--- src/cpu_cfg_pkg.sv ---
package cpu_cfg_pkg;

    localparam int ISSUE_WIDTH = 2;   // Issued and retired per cycle
    localparam int IB_DEPTH    = 8;   // Also the sender's initial credits
    localparam int NUM_REGS    = 32;
    localparam int RF_RD_PORTS = 2 * ISSUE_WIDTH;

    typedef logic [31:0] word_t;
    typedef logic [31:0] pc_t;
    typedef logic [31:0] instr_t;
    typedef logic [4:0]  reg_addr_t;

    // Credits handed back per cycle, 0 to 2
    typedef logic [1:0] credit_t;

    typedef logic [2:0] ib_ptr_t;
    typedef logic [3:0] ib_count_t;

endpackage

--- src/instr_buffer.sv ---
`timescale 1ns/1ns

module instr_buffer (
    input  logic                   clk,
    input  logic                   rst_n_i,

    input  logic                   push_i,
    input  cpu_cfg_pkg::pc_t       push_pc_i,
    input  cpu_cfg_pkg::instr_t    push_instr_i,

    output cpu_cfg_pkg::pc_t       head_pc_o    [cpu_cfg_pkg::ISSUE_WIDTH],
    output cpu_cfg_pkg::instr_t    head_instr_o [cpu_cfg_pkg::ISSUE_WIDTH],
    output cpu_cfg_pkg::ib_count_t head_count_o,
    input  cpu_cfg_pkg::credit_t   pop_count_i,

    output cpu_cfg_pkg::credit_t   credit_return_o
);

    cpu_cfg_pkg::pc_t       mem_pc    [cpu_cfg_pkg::IB_DEPTH];
    cpu_cfg_pkg::instr_t    mem_instr [cpu_cfg_pkg::IB_DEPTH];
    cpu_cfg_pkg::ib_ptr_t   wr_ptr_q;
    cpu_cfg_pkg::ib_ptr_t   rd_ptr_q;
    cpu_cfg_pkg::ib_count_t count_q;
    cpu_cfg_pkg::credit_t   credit_q;

    always_ff @(posedge clk) begin
        if (push_i) begin   // Sender holds a credit, so never full here
            mem_pc[wr_ptr_q]    <= push_pc_i;
            mem_instr[wr_ptr_q] <= push_instr_i;
        end
    end

    always_ff @(posedge clk or negedge rst_n_i) begin
        if (!rst_n_i) begin
            wr_ptr_q <= '0;
            rd_ptr_q <= '0;
            count_q  <= '0;
            credit_q <= '0;
        end else begin
            wr_ptr_q <= wr_ptr_q + cpu_cfg_pkg::ib_ptr_t'(push_i);
            rd_ptr_q <= rd_ptr_q + cpu_cfg_pkg::ib_ptr_t'(pop_count_i);
            count_q  <= count_q + cpu_cfg_pkg::ib_count_t'(push_i)
                        - cpu_cfg_pkg::ib_count_t'(pop_count_i);
            credit_q <= pop_count_i;   // Popped entries go back next cycle
        end
    end

    // Two oldest entries, pointer wraps at the depth
    always_comb begin
        for (int k = 0; k < cpu_cfg_pkg::ISSUE_WIDTH; k++) begin
            head_pc_o[k]    = mem_pc[cpu_cfg_pkg::ib_ptr_t'(rd_ptr_q + k)];
            head_instr_o[k] = mem_instr[cpu_cfg_pkg::ib_ptr_t'(rd_ptr_q + k)];
        end
    end

    assign head_count_o    = count_q;
    assign credit_return_o = credit_q;

endmodule

--- config.mk ---
export PLATFORM = sky130hd
export DESIGN_NAME = instr_buffer
export DESIGN_NICKNAME = d
export VERILOG_FILES = /design/src/cpu_cfg_pkg.sv /design/src/instr_buffer.sv
export SDC_FILE = /design/constraint.sdc
export NUM_CORES = 1
export LEC_CHECK = 0
export BUFFER_PORTS_ARGS = -buffer_cell sky130_fd_sc_hd__buf_4
export CORE_ASPECT_RATIO = 1.4
export CORE_MARGIN = 5
export CORE_UTILIZATION = 35
export CTS_CLUSTER_DIAMETER = 30
export DETAILED_ROUTE_END_ITERATION = 12
export PLACE_DENSITY = 0.6
export SYNTH_ARGS = -nofsm -noshare
export SYNTH_HDL_FRONTEND = slang
export SYNTH_SLANG_ARGS = --single-unit
--- constraint.sdc ---
create_clock -name clk -period 7.9 [get_ports clk]
set_clock_uncertainty 0.05 [all_clocks]
set_input_delay 0.395 -clock clk [delete_from_list [all_inputs] [get_ports clk]]
set_output_delay 0.395 -clock clk [all_outputs]
set_load 0.02 [all_outputs]
==> impl_metrics.sql <==
INSERT INTO impl_metrics (metric_group, metric, value, unit) VALUES
('synthesis', 'synth_fp_nets', '1551', ''),
('synthesis', 'synth.cell_area', '24700', 'um2'),
('die', 'rows', '115', ''),
('synthesis', 'post_synth_inst_count', '1471', ''),
('cells_and_area', 'layout.cells.most_common_list', 'edfxtp_1, buf_4', ''),
('worst_setup_path', 'cpMostUsedCell', 'buf_4', ''),
('cells_and_area', 'finish.cell_count_without_fillers', '2750', ''),
('die', 'fp.dieArea', '76000', 'um2'),
('cells_and_area', 'syn2layout_area_growth', '25.8', '%'),
('placed_design', 'dp_cells', '2503', ''),
('die', 'die_h', '324', 'um'),
('global_route', 'gr-usage-all-layers', '17.1', '%'),
('die', 'chipWidth', '234', 'um'),
('synthesis', 'syn_area_per_cell', '16.8', 'um2'),
('placed_design', 'dp_hpwl', '36800', 'um'),
('clocking', 'cts-htree-levels', '3', ''),
('sta', 'final-hold-violation-count', '0', ''),
('drt', 'drt_wl_total', '65500', 'um'),
('worst_setup_path', 'critPathArrivalTime', '4.40', 'ns'),
('cells_and_area', 'filler_cell_count', '6138', ''),
('clocking', 'clock_latency', '0.63', 'ns'),
('placed_design', 'port_buffers', '202', ''),
('worst_hold_path', 'worstHoldPathType', 'in -> async', ''),
('synthesis', 'ys_dominant_reg_cell', 'edfxtp_1', ''),
('cells_and_area', 'fin_nets', '1812', ''),
('worst_setup_path', 'crit_path_end_kind', 'primary output', ''),
('global_route', 'vias_in_the_first_global_route', '16400', ''),
('cells_and_area', 'layout.cells.most_common', 'edfxtp_1', ''),
('clocking', 'tritoncts.num_buffers', '95', ''),
('worst_setup_path', 'timing.critical_path.required', '7.46', 'ns'),
('die', 'ioPinCount', '203', ''),
('sta', 'post-route-min-period', '4.85', 'ns'),
('die', 'placeableCoreArea', '70100', 'um2'),
('drt', 'routed_wire_length_per_instance', '23.8', 'um'),
('job', 'drv.max_cap_violation_count', '0', ''),
('worst_setup_path', 'slowest_delay', '0.87', 'ns'),
('worst_setup_path', 'top_cell_family_by_delay_on_the_critical_path', 'buffers and inverters', ''),
('status', 'outcome', 'completed', ''),
('cells_and_area', 'finish.utilization', '44.3', '%'),
('clocking', 'cts_resized', '0', ''),
('die', 'floorplan.initialDensity', '35.2', '%'),
('sta', 'relSlewSlack', '23.1', '%'),
('clocking', 'worst_setup_hold_path_clk_slew', '0.05', 'ns'),
('cells_and_area', 'drive_gt1_share', '33.0', '%'),
('sta', 'timing.fmax', '206', 'MHz'),
('drt', 'drt_pass1_iterations', '4', ''),
('placed_design', 'gp_routability_congestion', '0.759', ''),
('worst_setup_path', 'worstSetupPathType', 'reg -> out', ''),
('drt', 'vias_per_cell', '5.45', ''),
('sta', 'timing.final.max_slew_violations', '0', ''),
('synthesis', 'synth_enable_flop_cells', '512', ''),
('global_route', 'gr-total-overflow', '0', ''),
('worst_setup_path', 'maximum_fanout_count_along_the_critical_path', '58', ''),
('worst_setup_path', 'worst_path_max_delay_cell', 'dfrtp_4', ''),
('sta', 'rsz_0062_raised_after_global_routing', 'no', ''),
('clocking', 'cts_buffer_depth', '3', ''),
('global_route', 'pin_count_of_the_biggest_net_entering_global_routing', '204', ''),
('sta', 'totalNegativeSetupSlack', '0', 'ns'),
('synthesis', 'sequential_area_share_after_synthesis', '63.5', '%'),
('synthesis', 'synthDistinctLibCells', '26', ''),
('synthesis', 'synth-warning-count', '0', ''),
('sta', 'setup_viol_count_final', '0', ''),
('worst_setup_path', 'critical_path.n_buffers_inverters', '2', ''),
('drt', 'drt.antenna.violating_nets', '0', ''),
('sta', 'tightestPinTransition', '1.15', 'ns'),
('drt', 'drt_iter0_drc', '757', ''),
('synthesis', 'ys_seq_elements', '524', ''),
('clocking', 'cts_tree', 'built', ''),
('drt', 'vias', '15000', ''),
('sta', 'min_period_over_period', '61.4', '%'),
('synthesis', 'synth-async-reset-ratio', '2.29', '%'),
('worst_setup_path', 'timing.critical_path.from_type', 'register', ''),
('global_route', 'antenna_violations_before_repair', '3', ''),
('global_route', 'grt_pass1_wl', '98400', 'um'),
('worst_setup_path', 'critical_path.cell_chain', 'ha_4, xor2_4, buf_4, a2111oi_0, nor4_1, buf_4', ''),
('clocking', 'clock_tree.root_cell', 'clkbuf_16', ''),
('clocking', 'clkSinkCount', '524', ''),
('drt', 'drcViolationCount', '0', '');
per-stage QoR:
stage	hold slack, ns	cell area (um2)	setup slack [ns]
global placement	0.207	27100	3.63
detailed placement	0.210	27100	3.52
global route	0.0694	31000	2.72
CTS	0.0540	31000	2.82
finish	0.100	31000	3.05
floorplan	0.0494	24700	2.37
cell usage after synthesis (11+ instances only):
master,instances,area (um2)
buf_2,32,160
dfrtp_1,12,300
mux4_2,128,2880
mux2_2,64,721
a2111oi_0,128,1120
buf_4,13,97.6
nor4_1,64,400
clkbuf_1,77,289
inv_1,11,41.3
edfxtp_1,512,15400
mux2i_1,128,1280
and3_1,128,801
nor2b_1,128,801
metal layers:
metal / global-route usage (%) / share of wire, %
met3: 3.81 / 5.0
met2: 31.6 / 53
met5: 0 / 0
met4: 6.78 / 3.4
met1: 19.1 / 38
layout make-up:
cell class | count | area, um2 | area share, %
multi-input cells | 801 | 8390 | 27.0
inverters | 11 | 41.3 | 0.133
repair buffers | 299 | 2450 | 7.90
diodes | 3 | 7.51 | 0.0242
well taps | 936 | 1170 | 3.77
clock inverters | 73 | 850 | 2.74
flip-flops and latches | 524 | 15700 | 50.5
clock buffers | 103 | 2450 | 7.89
state kept, by name, summed over array words and instances, names as in the netlist:
| signal | cells |
|---|---|
| wr_ptr_q | 3 |
| mem_instr | 256 |
| mem_pc | 256 |
| rd_ptr_q | 3 |
| head_count_o | 4 |
| credit_return_o | 2 |
path summary, 6_finish.rpt:
path	startpoint	depth (start not counted)	to	slack, ns
worst max-delay path	rd_ptr_q[1]$_DFF_PN0_	6	head_instr_o[21]	3.05
worst min-delay path	rst_n_i	2	credit_return_o[1]$_DFF_PN0_	0.10
worst max register to register	rd_ptr_q[1]$_DFF_PN0_	4	rd_ptr_q[2]$_DFF_PN0_	5.01
worst min register to register	wr_ptr_q[2]$_DFF_PN0_	1	wr_ptr_q[2]$_DFF_PN0_	0.45
max in group asynchronous	rst_n_i	2	rd_ptr_q[2]$_DFF_PN0_	7.49
min in group clk	pop_count_i[1]	2	credit_return_o[1]$_DFF_PN0_	0.39
kinds of logic after synthesis:
logic type	Yosys count	synth area share, %
buffers and inverters	146	2.84
flip-flops	524	63.5
AND/OR/NAND/NOR	333	8.35
multiplexers	320	19.8
AO/OA/AOI/OAI	130	4.60
adder cells (fa/ha/maj)	11	0.619
XOR/XNOR	7	0.249
what timing repair did:
action                                 in CTS  in global routing
endpoints found under the hold margin     528                  0
buffers inserted                            0                  0
hold buffers                               68                  0
Power is not shown: default switching activity piles up to over one toggle a cycle in this logic, so the estimate is an artifact.
