File: config.mk
export PLATFORM = sky130hd
export DESIGN_NAME = exec_wb_flat
export DESIGN_NICKNAME = d
export VERILOG_FILES = /design/src/cpu_cfg_pkg.sv /design/src/isa_pkg.sv /design/src/issue_if.sv /design/src/exec_wb.sv /design/src/flat_wrapper.sv
export SDC_FILE = /design/constraint.sdc
export NUM_CORES = 1
export LEC_CHECK = 0
export BUFFER_PORTS_ARGS = -buffer_cell sky130_fd_sc_hd__buf_2
export CAP_MARGIN = 20
export CORE_AREA = 2 2 234 236
export CTS_BUF_LIST = sky130_fd_sc_hd__clkbuf_8
export CTS_CLUSTER_SIZE = 40
export DETAILED_ROUTE_END_ITERATION = 12
export DIE_AREA = 0 0 236 238
export PLACE_DENSITY_LB_ADDON = 0.3
export SYNTH_ARGS = -nofsm -noshare
export SYNTH_HDL_FRONTEND = slang
export SYNTH_SLANG_ARGS = --single-unit
File: constraint.sdc
create_clock -name clk -period 6.15 [get_ports clk]
set_input_delay 0.3075 -clock clk [delete_from_list [all_inputs] [get_ports clk]]
set_output_delay 0.3075 -clock clk [all_outputs]
set_load 0.01 [all_outputs]
File: src/cpu_cfg_pkg.sv
package cpu_cfg_pkg;

    localparam int ISSUE_WIDTH = 2;   // Issued and retired per cycle
    localparam int IB_DEPTH    = 8;   // Also the sender's initial credits
    localparam int NUM_REGS    = 32;
    localparam int RF_RD_PORTS = 2 * ISSUE_WIDTH;

    typedef logic [31:0] word_t;
    typedef logic [31:0] pc_t;
    typedef logic [31:0] instr_t;
    typedef logic [4:0]  reg_addr_t;

    // Credits handed back per cycle, 0 to 2
    typedef logic [1:0] credit_t;

    typedef logic [2:0] ib_ptr_t;
    typedef logic [3:0] ib_count_t;

endpackage

File: src/isa_pkg.sv
package isa_pkg;

    // LoongArch field positions
    localparam int RD_LSB    = 0;
    localparam int RJ_LSB    = 5;
    localparam int RK_LSB    = 10;
    localparam int IMM12_LSB = 10;
    localparam int OPC17_LSB = 15;
    localparam int OPC10_LSB = 22;

    // 3R forms, opcode in bits 31:15
    localparam logic [16:0] OP_ADD_W = 17'h00020;
    localparam logic [16:0] OP_SUB_W = 17'h00022;
    localparam logic [16:0] OP_AND   = 17'h00029;
    localparam logic [16:0] OP_OR    = 17'h0002A;
    localparam logic [16:0] OP_XOR   = 17'h0002B;

    // 2RI12 form, opcode in bits 31:22
    localparam logic [9:0] OP_ADDI_W = 10'h00A;

    typedef enum logic [2:0] {
        ALU_ADD,
        ALU_SUB,
        ALU_AND,
        ALU_OR,
        ALU_XOR,
        ALU_NONE    // Undecoded, retires without a write
    } alu_op_e;

endpackage

File: src/issue_if.sv
`timescale 1ns/1ns

// Issue to execute, one entry per slot; execute never stalls
interface issue_if;

    logic                   valid     [cpu_cfg_pkg::ISSUE_WIDTH];
    cpu_cfg_pkg::pc_t       pc        [cpu_cfg_pkg::ISSUE_WIDTH];
    isa_pkg::alu_op_e       alu_op    [cpu_cfg_pkg::ISSUE_WIDTH];
    cpu_cfg_pkg::reg_addr_t rd        [cpu_cfg_pkg::ISSUE_WIDTH];
    logic                   we        [cpu_cfg_pkg::ISSUE_WIDTH];
    cpu_cfg_pkg::word_t     operand_a [cpu_cfg_pkg::ISSUE_WIDTH];
    cpu_cfg_pkg::word_t     operand_b [cpu_cfg_pkg::ISSUE_WIDTH];

    modport issue (
        output valid, pc, alu_op, rd, we, operand_a, operand_b
    );

    modport exec (
        input valid, pc, alu_op, rd, we, operand_a, operand_b
    );

endinterface

File: src/exec_wb.sv
`timescale 1ns/1ns

module exec_wb (
    input  logic                   clk,
    input  logic                   rst_n_i,

    issue_if.exec                  ex,

    output logic                   rf_we_o        [cpu_cfg_pkg::ISSUE_WIDTH],
    output cpu_cfg_pkg::reg_addr_t rf_waddr_o     [cpu_cfg_pkg::ISSUE_WIDTH],
    output cpu_cfg_pkg::word_t     rf_wdata_o     [cpu_cfg_pkg::ISSUE_WIDTH],

    output logic                   commit_valid_o [cpu_cfg_pkg::ISSUE_WIDTH],
    output cpu_cfg_pkg::pc_t       commit_pc_o    [cpu_cfg_pkg::ISSUE_WIDTH],
    output logic                   commit_we_o    [cpu_cfg_pkg::ISSUE_WIDTH],
    output cpu_cfg_pkg::reg_addr_t commit_rd_o    [cpu_cfg_pkg::ISSUE_WIDTH],
    output cpu_cfg_pkg::word_t     commit_wdata_o [cpu_cfg_pkg::ISSUE_WIDTH]
);

    logic                   ex_valid_q [cpu_cfg_pkg::ISSUE_WIDTH];
    cpu_cfg_pkg::pc_t       ex_pc_q    [cpu_cfg_pkg::ISSUE_WIDTH];
    isa_pkg::alu_op_e       ex_op_q    [cpu_cfg_pkg::ISSUE_WIDTH];
    cpu_cfg_pkg::reg_addr_t ex_rd_q    [cpu_cfg_pkg::ISSUE_WIDTH];
    logic                   ex_we_q    [cpu_cfg_pkg::ISSUE_WIDTH];
    cpu_cfg_pkg::word_t     ex_a_q     [cpu_cfg_pkg::ISSUE_WIDTH];
    cpu_cfg_pkg::word_t     ex_b_q     [cpu_cfg_pkg::ISSUE_WIDTH];
    cpu_cfg_pkg::word_t     alu_res    [cpu_cfg_pkg::ISSUE_WIDTH];
    logic                   wb_valid_q [cpu_cfg_pkg::ISSUE_WIDTH];
    logic                   wb_we_q    [cpu_cfg_pkg::ISSUE_WIDTH];
    cpu_cfg_pkg::pc_t       wb_pc_q    [cpu_cfg_pkg::ISSUE_WIDTH];
    cpu_cfg_pkg::reg_addr_t wb_rd_q    [cpu_cfg_pkg::ISSUE_WIDTH];
    cpu_cfg_pkg::word_t     wb_data_q  [cpu_cfg_pkg::ISSUE_WIDTH];

    always_ff @(posedge clk or negedge rst_n_i) begin
        if (!rst_n_i) begin
            for (int i = 0; i < cpu_cfg_pkg::ISSUE_WIDTH; i++) begin
                ex_valid_q[i] <= 1'b0;
                wb_valid_q[i] <= 1'b0;
                wb_we_q[i]    <= 1'b0;
            end
        end else begin
            for (int i = 0; i < cpu_cfg_pkg::ISSUE_WIDTH; i++) begin
                ex_valid_q[i] <= ex.valid[i];
                wb_valid_q[i] <= ex_valid_q[i];
                wb_we_q[i]    <= ex_valid_q[i] && ex_we_q[i] && ex_rd_q[i] != '0;
            end
        end
    end

    always_ff @(posedge clk) begin
        for (int i = 0; i < cpu_cfg_pkg::ISSUE_WIDTH; i++) begin
            ex_pc_q[i]   <= ex.pc[i];
            ex_op_q[i]   <= ex.alu_op[i];
            ex_rd_q[i]   <= ex.rd[i];
            ex_we_q[i]   <= ex.we[i];
            ex_a_q[i]    <= ex.operand_a[i];
            ex_b_q[i]    <= ex.operand_b[i];
            wb_pc_q[i]   <= ex_pc_q[i];
            wb_rd_q[i]   <= ex_rd_q[i];
            wb_data_q[i] <= alu_res[i];
        end
    end

    // Add and subtract wrap at 32 bits
    always_comb begin
        for (int i = 0; i < cpu_cfg_pkg::ISSUE_WIDTH; i++) begin
            case (ex_op_q[i])
                isa_pkg::ALU_ADD: alu_res[i] = ex_a_q[i] + ex_b_q[i];
                isa_pkg::ALU_SUB: alu_res[i] = ex_a_q[i] - ex_b_q[i];
                isa_pkg::ALU_AND: alu_res[i] = ex_a_q[i] & ex_b_q[i];
                isa_pkg::ALU_OR:  alu_res[i] = ex_a_q[i] | ex_b_q[i];
                isa_pkg::ALU_XOR: alu_res[i] = ex_a_q[i] ^ ex_b_q[i];
                default:          alu_res[i] = '0;
            endcase
        end
    end

    always_comb begin
        for (int i = 0; i < cpu_cfg_pkg::ISSUE_WIDTH; i++) begin
            rf_we_o[i]        = wb_we_q[i];
            rf_waddr_o[i]     = wb_rd_q[i];
            rf_wdata_o[i]     = wb_data_q[i];
            commit_valid_o[i] = wb_valid_q[i];
            commit_pc_o[i]    = wb_pc_q[i];
            commit_we_o[i]    = wb_we_q[i];
            commit_rd_o[i]    = wb_rd_q[i];
            commit_wdata_o[i] = wb_data_q[i];
        end
    end

endmodule

File: src/flat_wrapper.sv
// flat-port wrapper written by rule: the top's interface ports become plain ports
module exec_wb_flat 
  (clk, rst_n_i, rf_we_o, rf_waddr_o, rf_wdata_o, commit_valid_o, commit_pc_o, commit_we_o, commit_rd_o, commit_wdata_o, ex_valid, ex_pc, ex_alu_op, ex_rd, ex_we, ex_operand_a, ex_operand_b);
  issue_if ex_i ();
  input  logic clk;
  input  logic rst_n_i;
  output logic rf_we_o[cpu_cfg_pkg::ISSUE_WIDTH];
  output cpu_cfg_pkg::reg_addr_t rf_waddr_o[cpu_cfg_pkg::ISSUE_WIDTH];
  output cpu_cfg_pkg::word_t rf_wdata_o[cpu_cfg_pkg::ISSUE_WIDTH];
  output logic commit_valid_o[cpu_cfg_pkg::ISSUE_WIDTH];
  output cpu_cfg_pkg::pc_t commit_pc_o[cpu_cfg_pkg::ISSUE_WIDTH];
  output logic commit_we_o[cpu_cfg_pkg::ISSUE_WIDTH];
  output cpu_cfg_pkg::reg_addr_t commit_rd_o[cpu_cfg_pkg::ISSUE_WIDTH];
  output cpu_cfg_pkg::word_t commit_wdata_o[cpu_cfg_pkg::ISSUE_WIDTH];
  input wire logic [$bits(ex_i.valid)-1:0] ex_valid;
  input wire logic [$bits(ex_i.pc)-1:0] ex_pc;
  input wire logic [$bits(ex_i.alu_op)-1:0] ex_alu_op;
  input wire logic [$bits(ex_i.rd)-1:0] ex_rd;
  input wire logic [$bits(ex_i.we)-1:0] ex_we;
  input wire logic [$bits(ex_i.operand_a)-1:0] ex_operand_a;
  input wire logic [$bits(ex_i.operand_b)-1:0] ex_operand_b;
  assign ex_i.valid = {>>{ex_valid}};
  assign ex_i.pc = {>>{ex_pc}};
  assign ex_i.alu_op = {>>{ex_alu_op}};
  assign ex_i.rd = {>>{ex_rd}};
  assign ex_i.we = {>>{ex_we}};
  assign ex_i.operand_a = {>>{ex_operand_a}};
  assign ex_i.operand_b = {>>{ex_operand_b}};
  exec_wb u_core (.clk(clk), .rst_n_i(rst_n_i), .ex(ex_i), .rf_we_o(rf_we_o), .rf_waddr_o(rf_waddr_o), .rf_wdata_o(rf_wdata_o), .commit_valid_o(commit_valid_o), .commit_pc_o(commit_pc_o), .commit_we_o(commit_we_o), .commit_rd_o(commit_rd_o), .commit_wdata_o(commit_wdata_o));
endmodule
==> results.sh <==
export IMPL_yosysMostFrequentCell="dfxtp_1"
export IMPL_num_rows=85
export IMPL_wire_per_inst_um=15.9
export IMPL_crit_type="flop to flop"
export IMPL_clk_pin_slew_ns=0.07
export IMPL_hp_class="primary input to flop"
export IMPL_core_um2=53500
export IMPL_drive_gt1_share_pct=24.6
export IMPL_postRouteAntennaNets=0
export IMPL_seqPwrFrac_pct=41.4
export IMPL_synth_fp_nets=2053
export IMPL_cpPeakStageDelay_ns=0.62
export IMPL_min_period_over_period_pct=81.4
export IMPL_drtPass1Iterations=5
export IMPL_slowest_stage="or2_2"
export IMPL_cts_root_buf="clkbuf_8"
export IMPL_cts_buffers=60
export IMPL_synth_top_area_share_pct=43.8
export IMPL_grt_pass1_wl_mm=73.0
export IMPL_yosys_top_cells_area="dfxtp_1, ha_1, xnor2_1"
export IMPL_hold_path_depth=2
export IMPL_synth_edff_count=0
export IMPL_dieHeight_um=238
export IMPL_period_needed_ns=5.01
export IMPL_hold_path_end="u_core.ex_b_q[0][38]"
export IMPL_yosys_warnings=0
export IMPL_outcome="completed"
export IMPL_vias=13500
export IMPL_ys_async_sr_fraction_pct=1.69
export IMPL_dpl_hpwl_mm=34.5
export IMPL_synthesis_area_um2=15900
export IMPL_ir_worst_vdd_mv=0.233
export IMPL_fmax_ghz=0.200
export IMPL_remaining_drc_errors=0
export IMPL_report_final_slew_viol_count=0
export IMPL_final_util_pct=40.8
export IMPL_cp_cell_sequence="or2_2 -> nor2_1 -> buf_4 -> nor2_1 -> xnor2_1 -> ha_1 -> nand2_1 -> or3_1 -> a41o_1 -> a31oi_1 -> a31oi_1 -> o22ai_1 -> a41oi_1 -> xnor2_1 -> o21ai_0"
export IMPL_ys_flop_type="dfxtp_1"
export IMPL_crit_path_start="u_core.ex_op_q[0][5]"
export IMPL_gp_congestion=0.881
export IMPL_p_leak_uw=0.0105
export IMPL_power_density_nw_per_um2=285
export IMPL_yosysSeqAreaShare_pct=44.7
export IMPL_intPower_uw=4470
export IMPL_clk_latency_ns=0.68
export IMPL_antenna_found_initial=2
export IMPL_netlist_instances=1645
export IMPL_drtIter0Drc=611
export IMPL_p_sw_share_pct=28.3
export IMPL_grt_pass1_vias=13800
export IMPL_clkPwrFrac_pct=39.5
export IMPL_grt_ovfl_total=0
export IMPL_clockBufferDepth=3
export IMPL_final_nets=2640
export IMPL_port_buffers=431
export IMPL_start_util_pct=29.7
export IMPL_cp_required_ns=6.67
export IMPL_tritoncts="yes"
export IMPL_rsz0062_at_grt="no"
export IMPL_max_slew_margin_pct=41.0
export IMPL_hold_violations=0
export IMPL_ys_top_cells_by_count="dfxtp_1, ha_1, inv_1"
export IMPL_p_sw_uw=1760
export IMPL_max_cap_violations=0
export IMPL_area_delta_synth_final_pct=37.2
export IMPL_grt_max_degree=62
export IMPL_skew_ns=0.0458
export IMPL_fin_setup_tns_ns=0
export IMPL_grtUsageTotal_pct=16.3
export IMPL_die_x_um=236
export IMPL_netlist_cell_type_count=73
export IMPL_rrSetupSlack_ns=1.14
export IMPL_finish_instance_area_um2=21800
export IMPL_synth_area_leader_cell="dfxtp_1"
export IMPL_r2r_end="u_core.wb_data_q[0][59]"
export IMPL_fill_cells=5230
export IMPL_ys_ff_latch=354
export IMPL_critical_path_max_fanout=24
export IMPL_r2r_cells=15
export IMPL_crit_arrival_ns=5.53
export IMPL_drt_wl_total_mm=47.5
export IMPL_cp_end_kind="flop"
export IMPL_r2r_start="u_core.ex_op_q[0][5]"
export IMPL_finalSetupViolations=0
export IMPL_setup_worst_path_start_class="flop"
export IMPL_pin_count=432
export IMPL_drt_vias_per_instance=4.53
export IMPL_numClockSinks=354
export IMPL_holdCritStartpoint="ex_operand_b[6]"
export IMPL_cp_num_buf_inv=1
export IMPL_die_area_um2=56200
export IMPL_place_area_um2=18200
export IMPL_power_frac_comb_pct=19.0
export IMPL_htreeDepth=2
export IMPL_path_delay_family="simple AND/OR/NAND/NOR gates"
export IMPL_worst_pin_slew_ns=0.885
export IMPL_synth_avg_cell_area_um2=9.67
## worst max-delay path by stage
stage,endpoint,slack (ns),cells after the start
2_1_floorplan,u_core.wb_data_q[0][30],2.29,17
3_3_place_gp,u_core.wb_data_q[0][28],1.38,14
3_5_place_dp,u_core.wb_data_q[0][28],1.24,14
4_1_cts,u_core.wb_data_q[0][28],1.17,14
5_1_grt,u_core.wb_data_q[0][28],0.74,14
6_report,u_core.wb_data_q[0][59],1.14,15
## cell type report
class / instances / area (um2) / share of cell area [%]
multi-input combinational: 1012 / 7460 / 34.2
sequential: 354 / 7120 / 32.6
timing repair buffer: 655 / 4370 / 20.0
clock buffer: 75 / 1030 / 4.73
tap: 696 / 871 / 3.99
inverter: 149 / 559 / 2.56
clock inverter: 39 / 410 / 1.88
antenna: 2 / 5.00 / 0.0229
## what timing repair did
item,4_1_cts,5_1_grt
hold endpoints to repair,218,0
buffers inserted,0,0
hold buffers,214,0
gates resized for setup,0,0
## registers in the layout, indices dropped and copies added (netlist names)
| name | flops |
|---|---|
| u_core.ex_rd_q | 10 |
| u_core.commit_valid_o | 2 |
| u_core.ex_pc_q | 64 |
| u_core.ex_valid_q | 2 |
| u_core.wb_rd_q | 10 |
| u_core.wb_data_q | 64 |
| u_core.ex_op_q | 6 |
| u_core.ex_a_q | 64 |
| u_core.wb_pc_q | 64 |
| u_core.ex_b_q | 64 |
| u_core.ex_we_q | 2 |
| u_core.commit_we_o | 2 |
## per-stage QoR
step | std cells | hold slack, ns | power [uW] | worst slack (ns)
finish | 2982 | 0.250 | 6230 | 1.14
detailed placement | 2652 | 0.135 | 3700 | 1.24
global placement | 2652 | 0.133 | 3690 | 1.38
CTS | 2980 | 0.189 | 6330 | 1.17
floorplan | 1645 | 0.0119 | 3360 | 2.29
global route | 2980 | 0.217 | 6570 | 0.742
## layer usage
layer | vias up | GRT usage [%] | part of all wire, %
met4 | 2 | 5.69 | 2.3
met3 | 76 | 2.76 | 5.3
met1 | 6280 | 19.1 | 42
li1 | 6753 | - | -
met5 | - | 0 | 0.027
met2 | 386 | 30.0 | 51
## cell families after synthesis
kind of cell | share of synthesized area [%]
adder cells (fa/ha/maj) | 15.3
XOR/XNOR | 6.05
flip-flops | 44.7
AO/OA/AOI/OAI | 16.2
AND/OR/NAND/NOR | 8.97
buffers and inverters | 8.38
multiplexers | 0.377
## cell usage in the layout (no fill, tap or decap), types with 12 or more instances in the layout
master         Yosys  routed
a21oi_1          108     108
xnor2_1           86      86
nand4_1           12      12
dlygate4sd3_1      0     214
inv_1            144     157
a211oi_1          43      43
nor2b_1           14      14
dfxtp_1          348     347
nor2_1            91      91
ha_1             192     192
a21o_1            28      28
nand3_1           25      25
nor3_1            16      16
nand2_1           77      77
a31oi_1           21      21
clkbuf_8           0      75
xor2_1            22      22
buf_2              1     431
o21ai_0          109     109
## worst reg2reg max path, delay by kind of cell, from the launching register on
family	cells	cell delay, ns
flops	1	0.50
fa+ha+maj	1	0.39
simple gates	5	1.78
xor+xnor	2	0.31
compound gates	6	1.55
buf+inv	1	0.31
## power groups by stage
stage	Sequential [uW]	Combinational, uW	Clock [uW]
floorplan	2630	726	0
global placement	2630	1070	0
detailed placement	2630	1070	0
CTS	2580	1190	2560
global route	2600	1310	2660
finish	2580	1190	2460
(Power assumes the default switching activity.)
