## config.mk

```make
export PLATFORM = sky130hd
export DESIGN_NAME = issue_stage_flat
export DESIGN_NICKNAME = d
export VERILOG_FILES = /design/src/cpu_cfg_pkg.sv /design/src/isa_pkg.sv /design/src/issue_if.sv /design/src/issue_stage.sv /design/src/flat_wrapper.sv
export SDC_FILE = /design/constraint.sdc
export NUM_CORES = 1
export LEC_CHECK = 0
export BUFFER_PORTS_ARGS = -buffer_cell sky130_fd_sc_hd__buf_4
export CELL_PAD_IN_SITES_DETAIL_PLACEMENT = 1
export CELL_PAD_IN_SITES_GLOBAL_PLACEMENT = 2
export CORE_AREA = 2 2 193 195
export DETAILED_ROUTE_END_ITERATION = 8
export DIE_AREA = 0 0 195 197
export GPL_TIMING_DRIVEN = 1
export PLACE_DENSITY_LB_ADDON = 0.1
export SETUP_SLACK_MARGIN = 0.1
export SLEW_MARGIN = 20
export SYNTH_ARGS = -nofsm -noshare
export SYNTH_HDL_FRONTEND = slang
export SYNTH_SLANG_ARGS = --single-unit
```

## constraint.sdc

```tcl
create_clock -name clk -period 1.96 [get_ports clk]
set_input_delay 0.098 -clock clk [delete_from_list [all_inputs] [get_ports clk]]
set_output_delay 0.098 -clock clk [all_outputs]
set_load 0.01 [all_outputs]
```

## src/cpu_cfg_pkg.sv

```systemverilog
package cpu_cfg_pkg;

    localparam int ISSUE_WIDTH = 2;   // Issued and retired per cycle
    localparam int IB_DEPTH    = 8;   // Also the sender's initial credits
    localparam int NUM_REGS    = 32;
    localparam int RF_RD_PORTS = 2 * ISSUE_WIDTH;

    typedef logic [31:0] word_t;
    typedef logic [31:0] pc_t;
    typedef logic [31:0] instr_t;
    typedef logic [4:0]  reg_addr_t;

    // Credits handed back per cycle, 0 to 2
    typedef logic [1:0] credit_t;

    typedef logic [2:0] ib_ptr_t;
    typedef logic [3:0] ib_count_t;

endpackage

```

## src/isa_pkg.sv

```systemverilog
package isa_pkg;

    // LoongArch field positions
    localparam int RD_LSB    = 0;
    localparam int RJ_LSB    = 5;
    localparam int RK_LSB    = 10;
    localparam int IMM12_LSB = 10;
    localparam int OPC17_LSB = 15;
    localparam int OPC10_LSB = 22;

    // 3R forms, opcode in bits 31:15
    localparam logic [16:0] OP_ADD_W = 17'h00020;
    localparam logic [16:0] OP_SUB_W = 17'h00022;
    localparam logic [16:0] OP_AND   = 17'h00029;
    localparam logic [16:0] OP_OR    = 17'h0002A;
    localparam logic [16:0] OP_XOR   = 17'h0002B;

    // 2RI12 form, opcode in bits 31:22
    localparam logic [9:0] OP_ADDI_W = 10'h00A;

    typedef enum logic [2:0] {
        ALU_ADD,
        ALU_SUB,
        ALU_AND,
        ALU_OR,
        ALU_XOR,
        ALU_NONE    // Undecoded, retires without a write
    } alu_op_e;

endpackage

```

## src/issue_if.sv

```systemverilog
`timescale 1ns/1ns

// Issue to execute, one entry per slot; execute never stalls
interface issue_if;

    logic                   valid     [cpu_cfg_pkg::ISSUE_WIDTH];
    cpu_cfg_pkg::pc_t       pc        [cpu_cfg_pkg::ISSUE_WIDTH];
    isa_pkg::alu_op_e       alu_op    [cpu_cfg_pkg::ISSUE_WIDTH];
    cpu_cfg_pkg::reg_addr_t rd        [cpu_cfg_pkg::ISSUE_WIDTH];
    logic                   we        [cpu_cfg_pkg::ISSUE_WIDTH];
    cpu_cfg_pkg::word_t     operand_a [cpu_cfg_pkg::ISSUE_WIDTH];
    cpu_cfg_pkg::word_t     operand_b [cpu_cfg_pkg::ISSUE_WIDTH];

    modport issue (
        output valid, pc, alu_op, rd, we, operand_a, operand_b
    );

    modport exec (
        input valid, pc, alu_op, rd, we, operand_a, operand_b
    );

endinterface

```

## src/issue_stage.sv

```systemverilog
`timescale 1ns/1ns

module issue_stage (
    input  logic                   clk,
    input  logic                   rst_n_i,

    input  cpu_cfg_pkg::pc_t       head_pc_i    [cpu_cfg_pkg::ISSUE_WIDTH],
    input  cpu_cfg_pkg::instr_t    head_instr_i [cpu_cfg_pkg::ISSUE_WIDTH],
    input  cpu_cfg_pkg::ib_count_t head_count_i,
    output cpu_cfg_pkg::credit_t   pop_count_o,

    output cpu_cfg_pkg::reg_addr_t rf_raddr_o [cpu_cfg_pkg::RF_RD_PORTS],
    input  cpu_cfg_pkg::word_t     rf_rdata_i [cpu_cfg_pkg::RF_RD_PORTS],

    issue_if.issue                 iss
);

    isa_pkg::alu_op_e       op      [cpu_cfg_pkg::ISSUE_WIDTH];
    logic                   use_rj  [cpu_cfg_pkg::ISSUE_WIDTH];
    logic                   use_rk  [cpu_cfg_pkg::ISSUE_WIDTH];
    cpu_cfg_pkg::reg_addr_t rd      [cpu_cfg_pkg::ISSUE_WIDTH];
    cpu_cfg_pkg::reg_addr_t rj      [cpu_cfg_pkg::ISSUE_WIDTH];
    cpu_cfg_pkg::reg_addr_t rk      [cpu_cfg_pkg::ISSUE_WIDTH];
    cpu_cfg_pkg::word_t     imm     [cpu_cfg_pkg::ISSUE_WIDTH];
    logic                   raw_ex  [cpu_cfg_pkg::ISSUE_WIDTH];
    logic                   go      [cpu_cfg_pkg::ISSUE_WIDTH];
    logic                   ex_wr_q [cpu_cfg_pkg::ISSUE_WIDTH];   // Mirror of execute register
    cpu_cfg_pkg::reg_addr_t ex_rd_q [cpu_cfg_pkg::ISSUE_WIDTH];

    // True if a real source of the slot is r, r0 never counts
    function automatic logic reads_reg(
        input logic                   src_j,
        input cpu_cfg_pkg::reg_addr_t addr_j,
        input logic                   src_k,
        input cpu_cfg_pkg::reg_addr_t addr_k,
        input cpu_cfg_pkg::reg_addr_t r
    );
        return (r != '0) && ((src_j && addr_j == r) || (src_k && addr_k == r));
    endfunction

    always_comb begin
        for (int i = 0; i < cpu_cfg_pkg::ISSUE_WIDTH; i++) begin
            rd[i]     = head_instr_i[i][isa_pkg::RD_LSB +: 5];
            rj[i]     = head_instr_i[i][isa_pkg::RJ_LSB +: 5];
            rk[i]     = head_instr_i[i][isa_pkg::RK_LSB +: 5];
            imm[i]    = cpu_cfg_pkg::word_t'($signed(head_instr_i[i][isa_pkg::IMM12_LSB +: 12]));
            op[i]     = isa_pkg::ALU_NONE;
            use_rk[i] = 1'b1;
            case (head_instr_i[i][isa_pkg::OPC17_LSB +: 17])
                isa_pkg::OP_ADD_W: op[i] = isa_pkg::ALU_ADD;
                isa_pkg::OP_SUB_W: op[i] = isa_pkg::ALU_SUB;
                isa_pkg::OP_AND:   op[i] = isa_pkg::ALU_AND;
                isa_pkg::OP_OR:    op[i] = isa_pkg::ALU_OR;
                isa_pkg::OP_XOR:   op[i] = isa_pkg::ALU_XOR;
                default:           use_rk[i] = 1'b0;
            endcase
            if (head_instr_i[i][isa_pkg::OPC10_LSB +: 10] == isa_pkg::OP_ADDI_W) begin
                op[i] = isa_pkg::ALU_ADD;
            end
            use_rj[i] = (op[i] != isa_pkg::ALU_NONE);
        end
    end

    // Stall on anything still in execute, no forwarding
    always_comb begin
        for (int i = 0; i < cpu_cfg_pkg::ISSUE_WIDTH; i++) begin
            raw_ex[i] = 1'b0;
            for (int k = 0; k < cpu_cfg_pkg::ISSUE_WIDTH; k++) begin
                if (ex_wr_q[k] && reads_reg(use_rj[i], rj[i], use_rk[i], rk[i], ex_rd_q[k])) begin
                    raw_ex[i] = 1'b1;
                end
            end
        end
        go[0] = (head_count_i != '0) && !raw_ex[0];
        go[1] = go[0] && (head_count_i > cpu_cfg_pkg::ib_count_t'(1)) && !raw_ex[1]
                && !(use_rj[0] && reads_reg(use_rj[1], rj[1], use_rk[1], rk[1], rd[0]));
    end

    always_comb begin
        for (int i = 0; i < cpu_cfg_pkg::ISSUE_WIDTH; i++) begin
            rf_raddr_o[2*i]   = rj[i];
            rf_raddr_o[2*i+1] = rk[i];
            iss.valid[i]      = go[i];
            iss.pc[i]         = head_pc_i[i];
            iss.alu_op[i]     = op[i];
            iss.rd[i]         = rd[i];
            iss.we[i]         = use_rj[i];
            iss.operand_a[i]  = rf_rdata_i[2*i];
            iss.operand_b[i]  = use_rk[i] ? rf_rdata_i[2*i+1] : imm[i];
        end
    end

    assign pop_count_o = cpu_cfg_pkg::credit_t'(go[0]) + cpu_cfg_pkg::credit_t'(go[1]);

    always_ff @(posedge clk or negedge rst_n_i) begin
        if (!rst_n_i) begin
            for (int k = 0; k < cpu_cfg_pkg::ISSUE_WIDTH; k++) begin
                ex_wr_q[k] <= 1'b0;
            end
        end else begin
            for (int k = 0; k < cpu_cfg_pkg::ISSUE_WIDTH; k++) begin
                ex_wr_q[k] <= go[k] && use_rj[k];
            end
        end
    end

    always_ff @(posedge clk) begin
        for (int k = 0; k < cpu_cfg_pkg::ISSUE_WIDTH; k++) begin
            ex_rd_q[k] <= rd[k];
        end
    end

endmodule

```

## src/flat_wrapper.sv

```systemverilog
// flat-port wrapper written by rule: the top's interface ports become plain ports
module issue_stage_flat 
  (clk, rst_n_i, head_pc_i, head_instr_i, head_count_i, pop_count_o, rf_raddr_o, rf_rdata_i, iss_valid, iss_pc, iss_alu_op, iss_rd, iss_we, iss_operand_a, iss_operand_b);
  issue_if iss_i ();
  input  logic clk;
  input  logic rst_n_i;
  input  cpu_cfg_pkg::pc_t head_pc_i[cpu_cfg_pkg::ISSUE_WIDTH];
  input  cpu_cfg_pkg::instr_t head_instr_i[cpu_cfg_pkg::ISSUE_WIDTH];
  input  cpu_cfg_pkg::ib_count_t head_count_i;
  output cpu_cfg_pkg::credit_t pop_count_o;
  output cpu_cfg_pkg::reg_addr_t rf_raddr_o[cpu_cfg_pkg::RF_RD_PORTS];
  input  cpu_cfg_pkg::word_t rf_rdata_i[cpu_cfg_pkg::RF_RD_PORTS];
  output wire logic [$bits(iss_i.valid)-1:0] iss_valid;
  output wire logic [$bits(iss_i.pc)-1:0] iss_pc;
  output wire logic [$bits(iss_i.alu_op)-1:0] iss_alu_op;
  output wire logic [$bits(iss_i.rd)-1:0] iss_rd;
  output wire logic [$bits(iss_i.we)-1:0] iss_we;
  output wire logic [$bits(iss_i.operand_a)-1:0] iss_operand_a;
  output wire logic [$bits(iss_i.operand_b)-1:0] iss_operand_b;
  assign iss_valid = {>>{iss_i.valid}};
  assign iss_pc = {>>{iss_i.pc}};
  assign iss_alu_op = {>>{iss_i.alu_op}};
  assign iss_rd = {>>{iss_i.rd}};
  assign iss_we = {>>{iss_i.we}};
  assign iss_operand_a = {>>{iss_i.operand_a}};
  assign iss_operand_b = {>>{iss_i.operand_b}};
  issue_stage u_core (.clk(clk), .rst_n_i(rst_n_i), .head_pc_i(head_pc_i), .head_instr_i(head_instr_i), .head_count_i(head_count_i), .pop_count_o(pop_count_o), .rf_raddr_o(rf_raddr_o), .rf_rdata_i(rf_rdata_i), .iss(iss_i));
endmodule
```

==> metrics.md, run 1 <==
| Metric | Value |
|---|---|
| Remaining Overflow, GRT | `0` |
| Min Tclk post-route | `between 2 and 2.5 ns` |
| Clk sinks | `12` |
| Full die area | `roughly 38000 µm²` |
| Worst-path fanout max | `3` |
| Failing checks | `setup timing` |
| Worst EP required | `1.86 ns` |
| Final WL | `between 15000 and 20000 µm` |
| Post-Synthesis Cell Area | `around 3100 µm²` |
| Syn Area/Cell | `approximately 7.7 µm²` |
| PD cells | `around 280 nW/µm²` |
| Layout cells sized above 1 | `0.699` |
| Clk_lat worst skew | `roughly 0.24 ns` |
| Most common cell after layout, fill and taps aside | `buf_4` |
| Worst VDD drop | `0.201 mV` |
| Count of final hold-check violations | `0` |
| Routability Congestion | `around 0.7` |
| Status | `finished with violations` |
| Area grow syn2layout | `90.7%` |
| Slew HR | `0.700` |
| Vias in the first global route | `around 3700` |
| Max-slew violations | `0` |
| Fmax | `between 400 and 500 MHz` |
| Clk buf depth | `2` |
| CORE AREA | `~36000 µm²` |
| Netlist cell types | `40` |
| Max-Cap Viols | `0` |
| DRC | `0` |
| Ports | `~500` |
| Total Nets Final | `around 830` |
| CTS tree | `yes` |
| Multi-input logic area | `~1800 µm²` |
| # rows | `70` |
| Final Skew | `around 0.0014 ns` |
| Die W | `between 150 and 200 µm` |
| Startpoint types | `flip-flop` |
| Final setup fails | `38` |
| PnR worst setup slack | `-0.512 ns` |
| Crit path DAT | `~2.4 ns` |
| Htree depth | `1` |
| Largest net degree at the start of global routing | `22` |
| Detailed-route wire length per cell | `approximately 17 µm` |
| Via density | `3.18` |
| Unrepaired setup endpoints after global routing | `true` |
| Input/output buffers | `239` |
| # diodes | `0` |
| Routed vias | `roughly 3300` |
| First-pass GRT wire length | `roughly 25000 µm` |
| Pre-antenna DRT Iters | `4` |
| #FFs+latches synth | `12` |
| Clock Pin Slew Worst Setup and Hold Paths | `~0.05 ns` |
| Synth Net Count | `between 600 and 700` |
| Initial antenna violation count | `0` |
| Fin area | `between 5000 and 6000 µm²` |
| Clock root cell | `clkbuf_16` |
| Yosys warning count | `0` |
| # fillers | `4279` |
| Hpwl dp | `about 15000 µm` |
| ANT nets after route | `0` |
| Crit share post-route | `1.26` |
| CP Capture Type | `output port` |
| CTS buffer count | `3` |
| Initial core utilization | `0.0856` |
| Die Height | `197 µm` |
| Worst min path class | `input pin to flip-flop` |
| Post-Syn Instances | `approximately 400` |
| DP Area | `a little under 5000 µm²` |
| Sequential area share after synthesis | `0.0806` |
| Kind of critical path | `flip-flop to output port` |
| FF+latch area | `about 260 µm²` |
| Tightest Pin Transition | `between 0.4 and 0.5 ns` |
| Global Route Usage Sum | `0.0864` |
| Final Power | `approximately 1.6 mW` |
| Initial DRC Count | `74` |
| Most frequent cells in the layout | `238 x buf_4, 84 x buf_6, 46 x a21o_1` |
| Leak Pwr | `between 2 and 3 nW` |
==> per-stage QoR <==
stage / setup WS, ns / std cells / util / setup TNS [ns] / hold WS (ns)
2_1_floorplan: -0.245 / 401 / - / -0.395 / -0.198
3_3_place_gp: -0.612 / 1006 / 0.133 / -9.33 / -0.115
3_5_place_dp: -0.728 / 1006 / 0.133 / -11.17 / -0.111
4_1_cts: -0.628 / 1039 / 0.159 / -7.14 / 0.0335
5_1_grt: -0.651 / 1037 / 0.163 / -7.35 / 0.0304
6_report: -0.512 / 1037 / 0.163 / -4.20 / 0.0275
==> report_power, final <==
part | internal [mW] | leakage (nW) | switching [mW] | total, mW
logic | 0.561 | 2.64 | 0.384 | 0.946
clock network | 0.308 | 0.0442 | 0.112 | 0.420
registers | 0.258 | 0.112 | 0.00995 | 0.268
total | 1.13 | 2.79 | 0.506 | 1.63
==> repair_timing <==
action / in CTS / in global routing
pin swaps: 46 / 13
endpoints found under the hold margin: 7 / 0
endpoints found under the setup margin: 71 / 72
setup buffers: 17 / 0
gates resized for setup: 117 / 44
gates cloned: 6 / 0
hold buffers: 6 / 0
==> layer usage <==
metal	wire length [µm]	track usage	vias to the layer above
met5	0	0	-
met1	6610	0.0954	1579
li1	-	-	1535
met4	216	0.0164	0
met2	9720	0.168	133
met3	1070	0.0202	46
==> kinds of logic (layout without fill, tap and decap cells) <==
group	after synthesis	in the layout	share of synthesized area
buf+inv	186	354	0.422
fa+ha+maj	1	1	0.00403
xor+xnor	53	53	0.150
compound gates	75	75	0.176
simple gates	59	59	0.114
mux	15	15	0.0544
flops	12	12	0.0806
==> Yosys cell counts <==
| cell | count | area share |
|---|---|---|
| nor2b_1 | 2 | 0.0040 |
| nor4_1 | 10 | 0.020 |
| inv_1 | 7 | 0.0085 |
| nor3b_4 | 1 | 0.0060 |
| or3_1 | 1 | 0.0020 |
| or4_1 | 2 | 0.0048 |
| nor3_1 | 7 | 0.011 |
| xnor2_1 | 32 | 0.090 |
| dfrtp_1 | 2 | 0.016 |
| a22o_2 | 1 | 0.0032 |
| buf_4 | 159 | 0.38 |
| nand3_1 | 12 | 0.019 |
| and4_1 | 1 | 0.0028 |
| nor3b_1 | 1 | 0.0024 |
| nor2_1 | 3 | 0.0036 |
| or4_4 | 1 | 0.0036 |
| a32oi_1 | 4 | 0.011 |
| or4b_1 | 1 | 0.0032 |
| a21bo_2 | 1 | 0.0032 |
| nor4_2 | 1 | 0.0040 |
| buf_1 | 2 | 0.0024 |
| or3b_2 | 2 | 0.0056 |
| mux2_2 | 15 | 0.054 |
| clkbuf_1 | 12 | 0.015 |
| a21o_1 | 46 | 0.11 |
| xor2_1 | 21 | 0.059 |
| ha_1 | 1 | 0.0040 |
| o21ai_0 | 12 | 0.019 |
| o211ai_1 | 2 | 0.0048 |
| a22o_1 | 1 | 0.0028 |
| a21oi_1 | 3 | 0.0048 |
| o32ai_1 | 1 | 0.0028 |
| o2111ai_1 | 2 | 0.0056 |
| buf_6 | 1 | 0.0036 |
| o21ai_2 | 1 | 0.0028 |
| o2111a_1 | 1 | 0.0036 |
| nand2_1 | 12 | 0.015 |
| buf_2 | 5 | 0.0081 |
| nor3_2 | 2 | 0.0064 |
| dfxtp_1 | 10 | 0.064 |
==> area by class of cell <==
type / instances / area share
inverters: 7 / 0.00507
well taps: 468 / 0.0989
clock buffers: 4 / 0.0150
multi-input cells: 203 / 0.309
repair buffers: 343 / 0.528
flip-flops and latches: 12 / 0.0435
==> path summary, 6_finish.rpt <==
check	start	endpoint	slack (ns)	cells past startpoint
max in group asynchronous	rst_n_i	u_core.ex_wr_q[1]$_DFF_PN0_	1.65	2
min in group asynchronous	rst_n_i	u_core.ex_wr_q[0]$_DFF_PN0_	0.23	2
hold reg to reg	u_core.ex_wr_q[0]$_DFF_PN0_	u_core.ex_wr_q[0]$_DFF_PN0_	0.96	5
setup reg to reg	u_core.ex_rd_q[0][4]$_DFF_P_	u_core.ex_wr_q[0]$_DFF_PN0_	-0.09	8
setup / recovery	u_core.ex_rd_q[0][4]$_DFF_P_	pop_count_o[0]	-0.51	9
hold / removal	head_instr_i[33]	u_core.ex_rd_q[0][1]$_DFF_P_	0.03	1
==> registers in the layout, summed over array words and instances (netlist names) <==
register	cells
u_core.ex_rd_q	10
u_core.ex_wr_q	2
==> worst max-delay path, cell delays in order (launching register included) <==
cell and delay [ns]:
dfxtp_2 0.31, or4_4 0.55, o21ai_4 0.17, inv_1 0.08
a32oi_1 0.18, o32ai_2 0.13, nor4_4 0.23, buf_6 0.16
ha_4 0.20, buf_6 0.11
Note: power is estimated with default switching activity, not from simulation.
==> run 2: changes to the inputs <==
- CTS_CLUSTER_SIZE: unset -> 16
- MAX_ROUTING_LAYER: unset -> met4
==> metrics.md, run 2 (same netlist as run 1, synthesis figures left out) <==
| Metric | Value |
|---|---|
| CP Capture Type | `output port` |
| Slew HR | `0.700` |
| CTS buffer count | `3` |
| Fmax | `approximately 400 MHz` |
| Hold_ws | `roughly 0.028 ns` |
| Largest net degree at the start of global routing | `22` |
| First-pass GRT wire length | `24900 µm` |
| Full die area | `38400 µm²` |
| Clk sinks | `12` |
| Initial antenna violation count | `0` |
| Initial DRC Count | `71` |
| Hold path startpoint | `head_instr_i[33]` |
| Crit share post-route | `1.26` |
| Max-Cap Viols | `0` |
| R2R cell count | `8` |
| Reg-to-Reg End | `u_core.ex_wr_q[0]$_DFF_PN0_` |
| Routability Congestion | `0.718` |
| Max-slew violations | `0` |
| Final core occ | `0.164` |
| Most common cell after layout, fill and taps aside | `buf_4` |
| Clk buf depth | `2` |
| Hold Crit Depth | `1` |
| Unrepaired setup endpoints after global routing | `true` |
| CTS tree | `yes` |
| Worst VDD drop | `0.201 mV` |
| Global Route Usage Sum | `0.0890` |
| Kind of critical path | `flip-flop to output port` |
| Register name with the most flops | `u_core.ex_rd_q` |
| Finished Layout Cells | `approximately 1000` |
| Worst min path class | `input pin to flip-flop` |
| Post-Place Cells | `a little over 1000` |
| Most frequent cells in the layout | `238 x buf_4, 84 x buf_6, 46 x a21o_1` |
| ANT nets after route | `0` |
| Final Power | `between 1.5 and 2 mW` |
| Leak Pwr | `around 2.8 nW` |
| Pre-antenna DRT Iters | `4` |
| Layout cells sized above 1 | `0.699` |
| Max FFs per register | `10` |
| Ports | `about 500` |
| Routed vias | `3313` |
| Failing checks | `setup timing` |
| Setup TNS Final | `-4.06 ns` |
| Die W | `approximately 200 µm` |
| Die Height | `about 200 µm` |
| Worst EP required | `roughly 1.9 ns` |
| DP Area | `a little under 5000 µm²` |
| Biggest regs | `u_core.ex_rd_q (10), u_core.ex_wr_q (2)` |
| Worst-path fanout max | `3` |
| Count of final hold-check violations | `0` |
| RR Startpoint | `u_core.ex_rd_q[0][4]$_DFF_P_` |
| # rows | `70` |
| CORE AREA | `about 36000 µm²` |
| PD cells | `between 200 and 300 nW/µm²` |
| Startpoint types | `flip-flop` |
| Vias in the first global route | `about 3700` |
| Min Tclk post-route | `around 2.5 ns` |
| Input/output buffers | `~240` |
| Clk_lat worst skew | `approximately 0.24 ns` |
| Hpwl dp | `between 10000 and 15000 µm` |
| Final WL | `17700 µm` |
| Fin area | `~5900 µm²` |
| Pre-CTS setup slack | `-0.728 ns` |
| Htree depth | `1` |
| Clock root cell | `clkbuf_16` |
| Detailed-route wire length per cell | `about 17 µm` |
| Remaining Overflow, GRT | `0` |
| Initial core utilization | `0.0856` |
| Area grow syn2layout | `91.0%` |
| Final setup fails | `38` |
| Hold Path End | `u_core.ex_rd_q[0][1]$_DFF_P_` |
| # diodes | `0` |
| Status | `finished with violations` |
| Tightest Pin Transition | `about 0.45 ns` |
| Crit path DAT | `roughly 2.4 ns` |
| Final Skew | `between 0.001 and 0.0015 ns` |
| PnR worst setup slack | `-0.513 ns` |
| Via density | `about 3.2` |
| Setup slack, reg-to-reg | `-0.08 ns` |
| DRC | `0` |
| Total Nets Final | `833` |
| Clock Pin Slew Worst Setup and Hold Paths | `~0.050 ns` |
-- run 2: timing repair --
item	CTS	global route
setup endpoints to repair	71	72
pin swaps	46	13
resized for setup	117	46
gates cloned	6	0
setup buffers	17	0
hold buffers	6	0
endpoints found under the hold margin	7	0
-- run 2: area by class of cell --
type	count	area [µm²]
Multi-Input combinational cell	203	1830
Fill cell	4278	30300
Clock buffer	4	88.8
Tap cell	468	586
Inverter	7	30.0
Sequential cell	12	258
Timing Repair Buffer	343	3130
-- run 2: per-layer routing --
metal / global-route usage / wire (µm) / vias to the layer above
li1: - / - / 1535
met1: 0.0964 / 6680 / 1597
met2: 0.168 / 9760 / 135
met3: 0.0185 / 993 / 46
met4: 0.0164 / 217 / 0
met5: - / 0 / -
-- run 2: critical path: stages, from the launching register on --
cell and delay (ns):
dfxtp_2 0.31, or4_4 0.55, o21ai_4 0.17, inv_1 0.08, a32oi_1 0.18, o32ai_2 0.13, nor4_4 0.23, buf_6 0.16
ha_4 0.20, buf_6 0.11
-- run 2: worst max-delay path by stage --
stage,endpoint,startpoint,cells after the start,slack [ns]
CTS,pop_count_o[0],u_core.ex_rd_q[0][4]$_DFF_P_,9,-0.63
finish,pop_count_o[0],u_core.ex_rd_q[0][4]$_DFF_P_,9,-0.51
detailed placement,pop_count_o[0],head_instr_i[21],9,-0.73
global placement,pop_count_o[0],head_instr_i[21],9,-0.61
floorplan,pop_count_o[0],u_core.ex_rd_q[0][0]$_DFF_P_,8,-0.24
global route,pop_count_o[0],u_core.ex_rd_q[0][4]$_DFF_P_,9,-0.65
-- run 2: where the power goes --
group / switching, mW / internal, mW / leakage, nW
Clock: 0.112 / 0.308 / 0.0442
Combinational: 0.385 / 0.561 / 2.65
Sequential: 0.00995 / 0.258 / 0.112
Total: 0.506 / 1.13 / 2.80
==> run 3: changes to the inputs <==
- ABC_AREA: unset -> 1
- CORE_AREA: 2 2 193 195 -> unset
- CORE_ASPECT_RATIO: unset -> 0.7
- CORE_UTILIZATION: unset -> 10
- DIE_AREA: 0 0 195 197 -> unset
==> metrics.md, run 3 <==
| Metric | Value |
|---|---|
| Sequential area share after synthesis | `0.0768` |
| Post-Syn Instances | `roughly 550` |
| Syn Area/Cell | `slightly below 6 µm²` |
| #FFs+latches synth | `12` |
| Die W | `~220 µm` |
| Clk sinks | `12` |
| WEP type | `output port` |
| Clock root cell | `clkbuf_16` |
| CTS buffer count | `3` |
| Top cells by count, synth | `194 x nand2_1, 158 x buf_4, 37 x inv_1, 29 x xor2_1, 20 x nor2_1` |
| Main synth FF type | `dfxtp_1` |
| Remaining Overflow, GRT | `0` |
| Synth Net Count | `a little over 800` |
| Top cells by area, synth | `buf_4 36%, nand2_1 22%, xor2_1 7.8%` |
| Async SR Flop Fraction | `0.167` |
| Vias in the first global route | `around 4000` |
| Initial core utilization | `0.103` |
| Err | `[ERROR DRT-0255] Maze Route cannot find path of net rf_rdata_i[33] in worker of routeBox ( 193200 0 ) ( 217740 48300 ).` |
| Input/output buffers | `239` |
| Fail Step | `detailed routing` |
| Ports | `just under 500` |
| Die Height | `~150 µm` |
| Initial antenna violation count | `1` |
| Hpwl dp | `16200 µm` |
| Post-synth top area cell | `buf_4` |
| Clk buf depth | `2` |
| Yosys warning count | `0` |
| # rows | `54` |
| Global Route Usage Sum | `0.107` |
| Largest net degree at the start of global routing | `32` |
| First-pass GRT wire length | `25700 µm` |
| Most common cell in the netlist | `nand2_1` |
| Htree depth | `1` |
| Synth top area share | `0.364` |
| Worst EP post-GRT repair | `pop_count_o[0]` |
| Post-Synthesis Cell Area | `about 3300 µm²` |
| EDFF count, synth | `0` |
| Netlist cell types | `29` |
| Routability Congestion | `slightly above 0.7` |
| Status | `did not finish` |
-- run 3: what timing repair did --
action | 4_1_cts | 5_1_grt
pin swaps | 6 | 21
hold endpoints to repair | 7 | 0
setup buffers | 1 | 8
gates cloned | 1 | 0
gates resized for setup | 21 | 43
hold buffers | 6 | 0
endpoints found under the setup margin | 12 | 44
-- run 3: stage by stage --
stage	cell area [µm²]	worst slack (ns)	std cells	hold WS (ns)
after global placement	4860	-0.288	1105	-0.117
after CTS	5140	-0.373	1117	0.00959
after detailed placement	4860	-0.275	1105	-0.115
after floorplan	3260	0.154	551	-0.198
after global routing	5350	-0.436	1125	0.0138
-- run 3: kinds of logic after synthesis --
family	share of synthesized area
AO/OA/AOI/OAI	0.0230
flip-flops	0.0768
AND/OR/NAND/NOR	0.350
adder cells (fa/ha/maj)	0.00384
XOR/XNOR	0.113
buffers and inverters	0.434
-- run 3: per-layer routing --
metal,track usage
met1,0.138
met2,0.166
met3,0.0289
met4,0.0193
met5,-
==> run 4: changes to the inputs <==
- CELL_PAD_IN_SITES_DETAIL_PLACEMENT: 1 -> unset
- CELL_PAD_IN_SITES_GLOBAL_PLACEMENT: 2 -> unset
- CORE_AREA: unset -> 2 2 192 194
- CORE_ASPECT_RATIO: 0.7 -> unset
- CORE_UTILIZATION: 10 -> unset
- CTS_CLUSTER_SIZE: 16 -> unset
- DIE_AREA: unset -> 0 0 194 196
- MAX_ROUTING_LAYER: met4 -> unset
- PLACE_DENSITY_LB_ADDON: 0.1 -> 0.15
- SETUP_SLACK_MARGIN: 0.1 -> unset
- clock period: 1.96 -> 2.55 ns (I/O delays scaled with it)
==> metrics.md, run 4 <==
| Metric | Value |
|---|---|
| Status | `completed` |
| CTS buffer count | `3` |
| Sequential area share after synthesis | `0.0768` |
| Hold path startpoint | `head_instr_i[32]` |
| Clk sinks | `12` |
| Mux contribution to synthesized area | `0` |
| Clock Pin Slew Worst Setup and Hold Paths | `about 0.040 ns` |
| Final Skew | `approximately 0.0018 ns` |
| # diodes | `0` |
| RR Startpoint | `u_core.ex_rd_q[0][7]$_DFF_P_` |
| Worst EP required | `around 2.4 ns` |
| Fmax | `417 MHz` |
| Global Route Usage Sum | `0.0799` |
| Remaining Overflow, GRT | `0` |
| ANT nets after route | `0` |
| Most common cell in the netlist | `nand2_1` |
| Biggest regs | `u_core.ex_rd_q (10), u_core.ex_wr_q (2)` |
| Htree depth | `1` |
| Routability Congestion | `slightly below 0.7` |
| Worst VDD drop | `between 0.15 and 0.2 mV` |
| Async SR Flop Fraction | `0.167` |
| Hold Crit Depth | `1` |
| Crit-path leading delay family | `simple AND/OR/NAND/NOR gates` |
| Top cells by count, synth | `194 x nand2_1, 158 x buf_4, 37 x inv_1, 29 x xor2_1, 20 x nor2_1` |
| Pre-antenna DRT Iters | `4` |
| Count of final hold-check violations | `0` |
| First-pass GRT wire length | `between 20000 and 25000 µm` |
| Synth top area share | `0.364` |
| Main synth FF type | `dfxtp_1` |
| CTS tree | `yes` |
| Largest net degree at the start of global routing | `36` |
| DRC | `0` |
| #FFs+latches synth | `12` |
| CP Capture Type | `output port` |
| Final setup fails | `0` |
| Total Nets Final | `901` |
| Tightest Pin Transition | `between 0.6 and 0.7 ns` |
| Netlist cell types | `29` |
| Buf+Inv Stages, Crit Path | `3` |
| Worst path max stage delay | `roughly 0.5 ns` |
| Slew HR | `0.548` |
| Ports | `496` |
| Pre-CTS setup slack | `0.161 ns` |
| Vias in the first global route | `between 3000 and 4000` |
| Syn Area/Cell | `5.91 µm²` |
| # fillers | `between 4000 and 5000` |
| CP max stage cell | `dfxtp_1` |
| Clk_lat worst skew | `about 0.24 ns` |
| Input/output buffers | `about 240` |
| Setup slack, reg-to-reg | `0.75 ns` |
| Min Tclk post-route | `around 2.4 ns` |
| Crit path DAT | `between 2 and 2.5 ns` |
| Clk buf depth | `2` |
| PD cells | `about 230 nW/µm²` |
| Post-Synth XOR/XNOR Area | `0.113` |
| Max FFs per register | `10` |
| CP dominant cell by count | `nand2_1` |
| Die Height | `about 200 µm` |
| Register name with the most flops | `u_core.ex_rd_q` |
| R2R cell count | `11` |
| Initial antenna violation count | `0` |
| Top cells by area, synth | `buf_4 36%, nand2_1 22%, xor2_1 7.8%` |
| Most frequent cells in the layout | `253 x buf_4, 194 x nand2_1, 37 x inv_1` |
| CORE AREA | `~36000 µm²` |
| Cell Chain, Critical Path | `xor2_1 -> nor4_2 -> buf_4 -> nand2_1 -> o21ai_1 -> nand2_1 -> nand2_1 -> nor2_1 -> nand2_2 -> inv_1 -> ha_1 -> buf_4` |
| Initial DRC Count | `69` |
| Reg-to-Reg End | `u_core.ex_wr_q[0]$_DFF_PN0_` |
| Finished Layout Cells | `about 1100` |
| # rows | `70` |
| Detailed-route wire length per cell | `between 10 and 15 µm` |
| Hpwl dp | `~14000 µm` |
| Startpoint types | `flip-flop` |
| Worst-path fanout max | `5` |
| Setup Fix Bufs, Post-CTS | `0` |
| Max-slew violations | `0` |
| Yosys warning count | `0` |
| Final WL | `around 16000 µm` |
| Hold Path End | `u_core.ex_rd_q[0][0]$_DFF_P_` |
| Area grow syn2layout | `43.2%` |
| Initial core utilization | `0.0903` |
| Synth Area in Compound Gates | `0.0230` |
| Full die area | `~38000 µm²` |
| Synth Net Count | `814` |
| Leak Pwr | `approximately 2.3 nW` |
| Post-Synthesis Cell Area | `between 3000 and 4000 µm²` |
| EDFF count, synth | `0` |
| Largest family of logic cells by synthesized area | `buffers and inverters` |
| Clock root cell | `clkbuf_16` |
| Die W | `~190 µm` |
| Final core occ | `0.129` |
| Crit share post-route | `0.941` |
| Post-Place Cells | `roughly 1100` |
| Max-Cap Viols | `0` |
| Simple-gate share of the synthesized area | `0.350` |
| Via density | `~3.2` |
| Layout cells sized above 1 | `0.444` |
| Worst min path class | `input pin to flip-flop` |
| Post-synth top area cell | `buf_4` |
| Final Power | `around 1.1 mW` |
| Setup TNS Final | `0 ns` |
| Kind of critical path | `flip-flop to output port` |
| PnR worst setup slack | `approximately 0.15 ns` |
| Post-Synth Adder-Cell Area | `0.00384` |
| Routed vias | `around 3500` |
| Post-Syn Instances | `between 500 and 600` |
| Most common cell after layout, fill and taps aside | `buf_4` |
run 4: cell counts after synthesis:
Identical to the previous run, type by type.
run 4: cell families after synthesis:
group / Yosys count
AO/OA/AOI/OAI: 13
XOR/XNOR: 42
adder cells (fa/ha/maj): 1
buffers and inverters: 216
flip-flops: 12
AND/OR/NAND/NOR: 267
run 4: how the worst max path moves through the flow:
stage / startpoint / end / slack, ns / cells after the start
global route: u_core.ex_rd_q[0][1]$_DFF_P_ / pop_count_o[0] / -0.00006 / 14
CTS: u_core.ex_rd_q[0][9]$_DFF_P_ / pop_count_o[0] / 0.02 / 9
detailed placement: head_instr_i[28] / pop_count_o[0] / 0.16 / 19
finish: u_core.ex_rd_q[0][7]$_DFF_P_ / pop_count_o[0] / 0.15 / 12
floorplan: u_core.ex_rd_q[0][8]$_DFF_P_ / pop_count_o[0] / 0.71 / 9
global placement: head_instr_i[27] / pop_count_o[0] / 0.22 / 19
run 4: layout make-up:
class | instances | area [µm²] | area share
timing repair buffer | 259 | 1960 | 0.420
tap | 468 | 586 | 0.126
clock buffer | 4 | 88.8 | 0.0190
inverter | 39 | 146 | 0.0314
multi-input combinational | 323 | 1630 | 0.350
sequential | 12 | 253 | 0.0542
run 4: power by group:
part	leakage [nW]	total [mW]	switching, mW	internal (mW)
Sequential	0.112	0.216	0.0177	0.198
Clock	0.0442	0.321	0.0838	0.237
Combinational	2.19	0.558	0.253	0.305
run 4: repair_timing:
action / in CTS / in global routing
setup endpoints to repair: 1 / 1
gates resized for setup: 2 / 6
pin swaps: 0 / 0
endpoints found under the hold margin: 7 / 0
hold buffers: 6 / 0
run 4: per-layer routing:
| layer | global-route usage | routed length [µm] |
|---|---|---|
| met5 | 0 | 0 |
| met1 | 0.0828 | 5860 |
| met4 | 0.0435 | 892 |
| met2 | 0.142 | 7690 |
| met3 | 0.0278 | 1770 |
run 4: through the flow:
| stage | hold slack (ns) | cell area [µm²] |
|---|---|---|
| detailed placement | -0.0761 | 4480 |
| floorplan | -0.168 | 3260 |
| global placement | -0.0765 | 4480 |
| CTS | 0.0540 | 4640 |
| global route | 0.0494 | 4660 |
| finish | 0.0501 | 4660 |
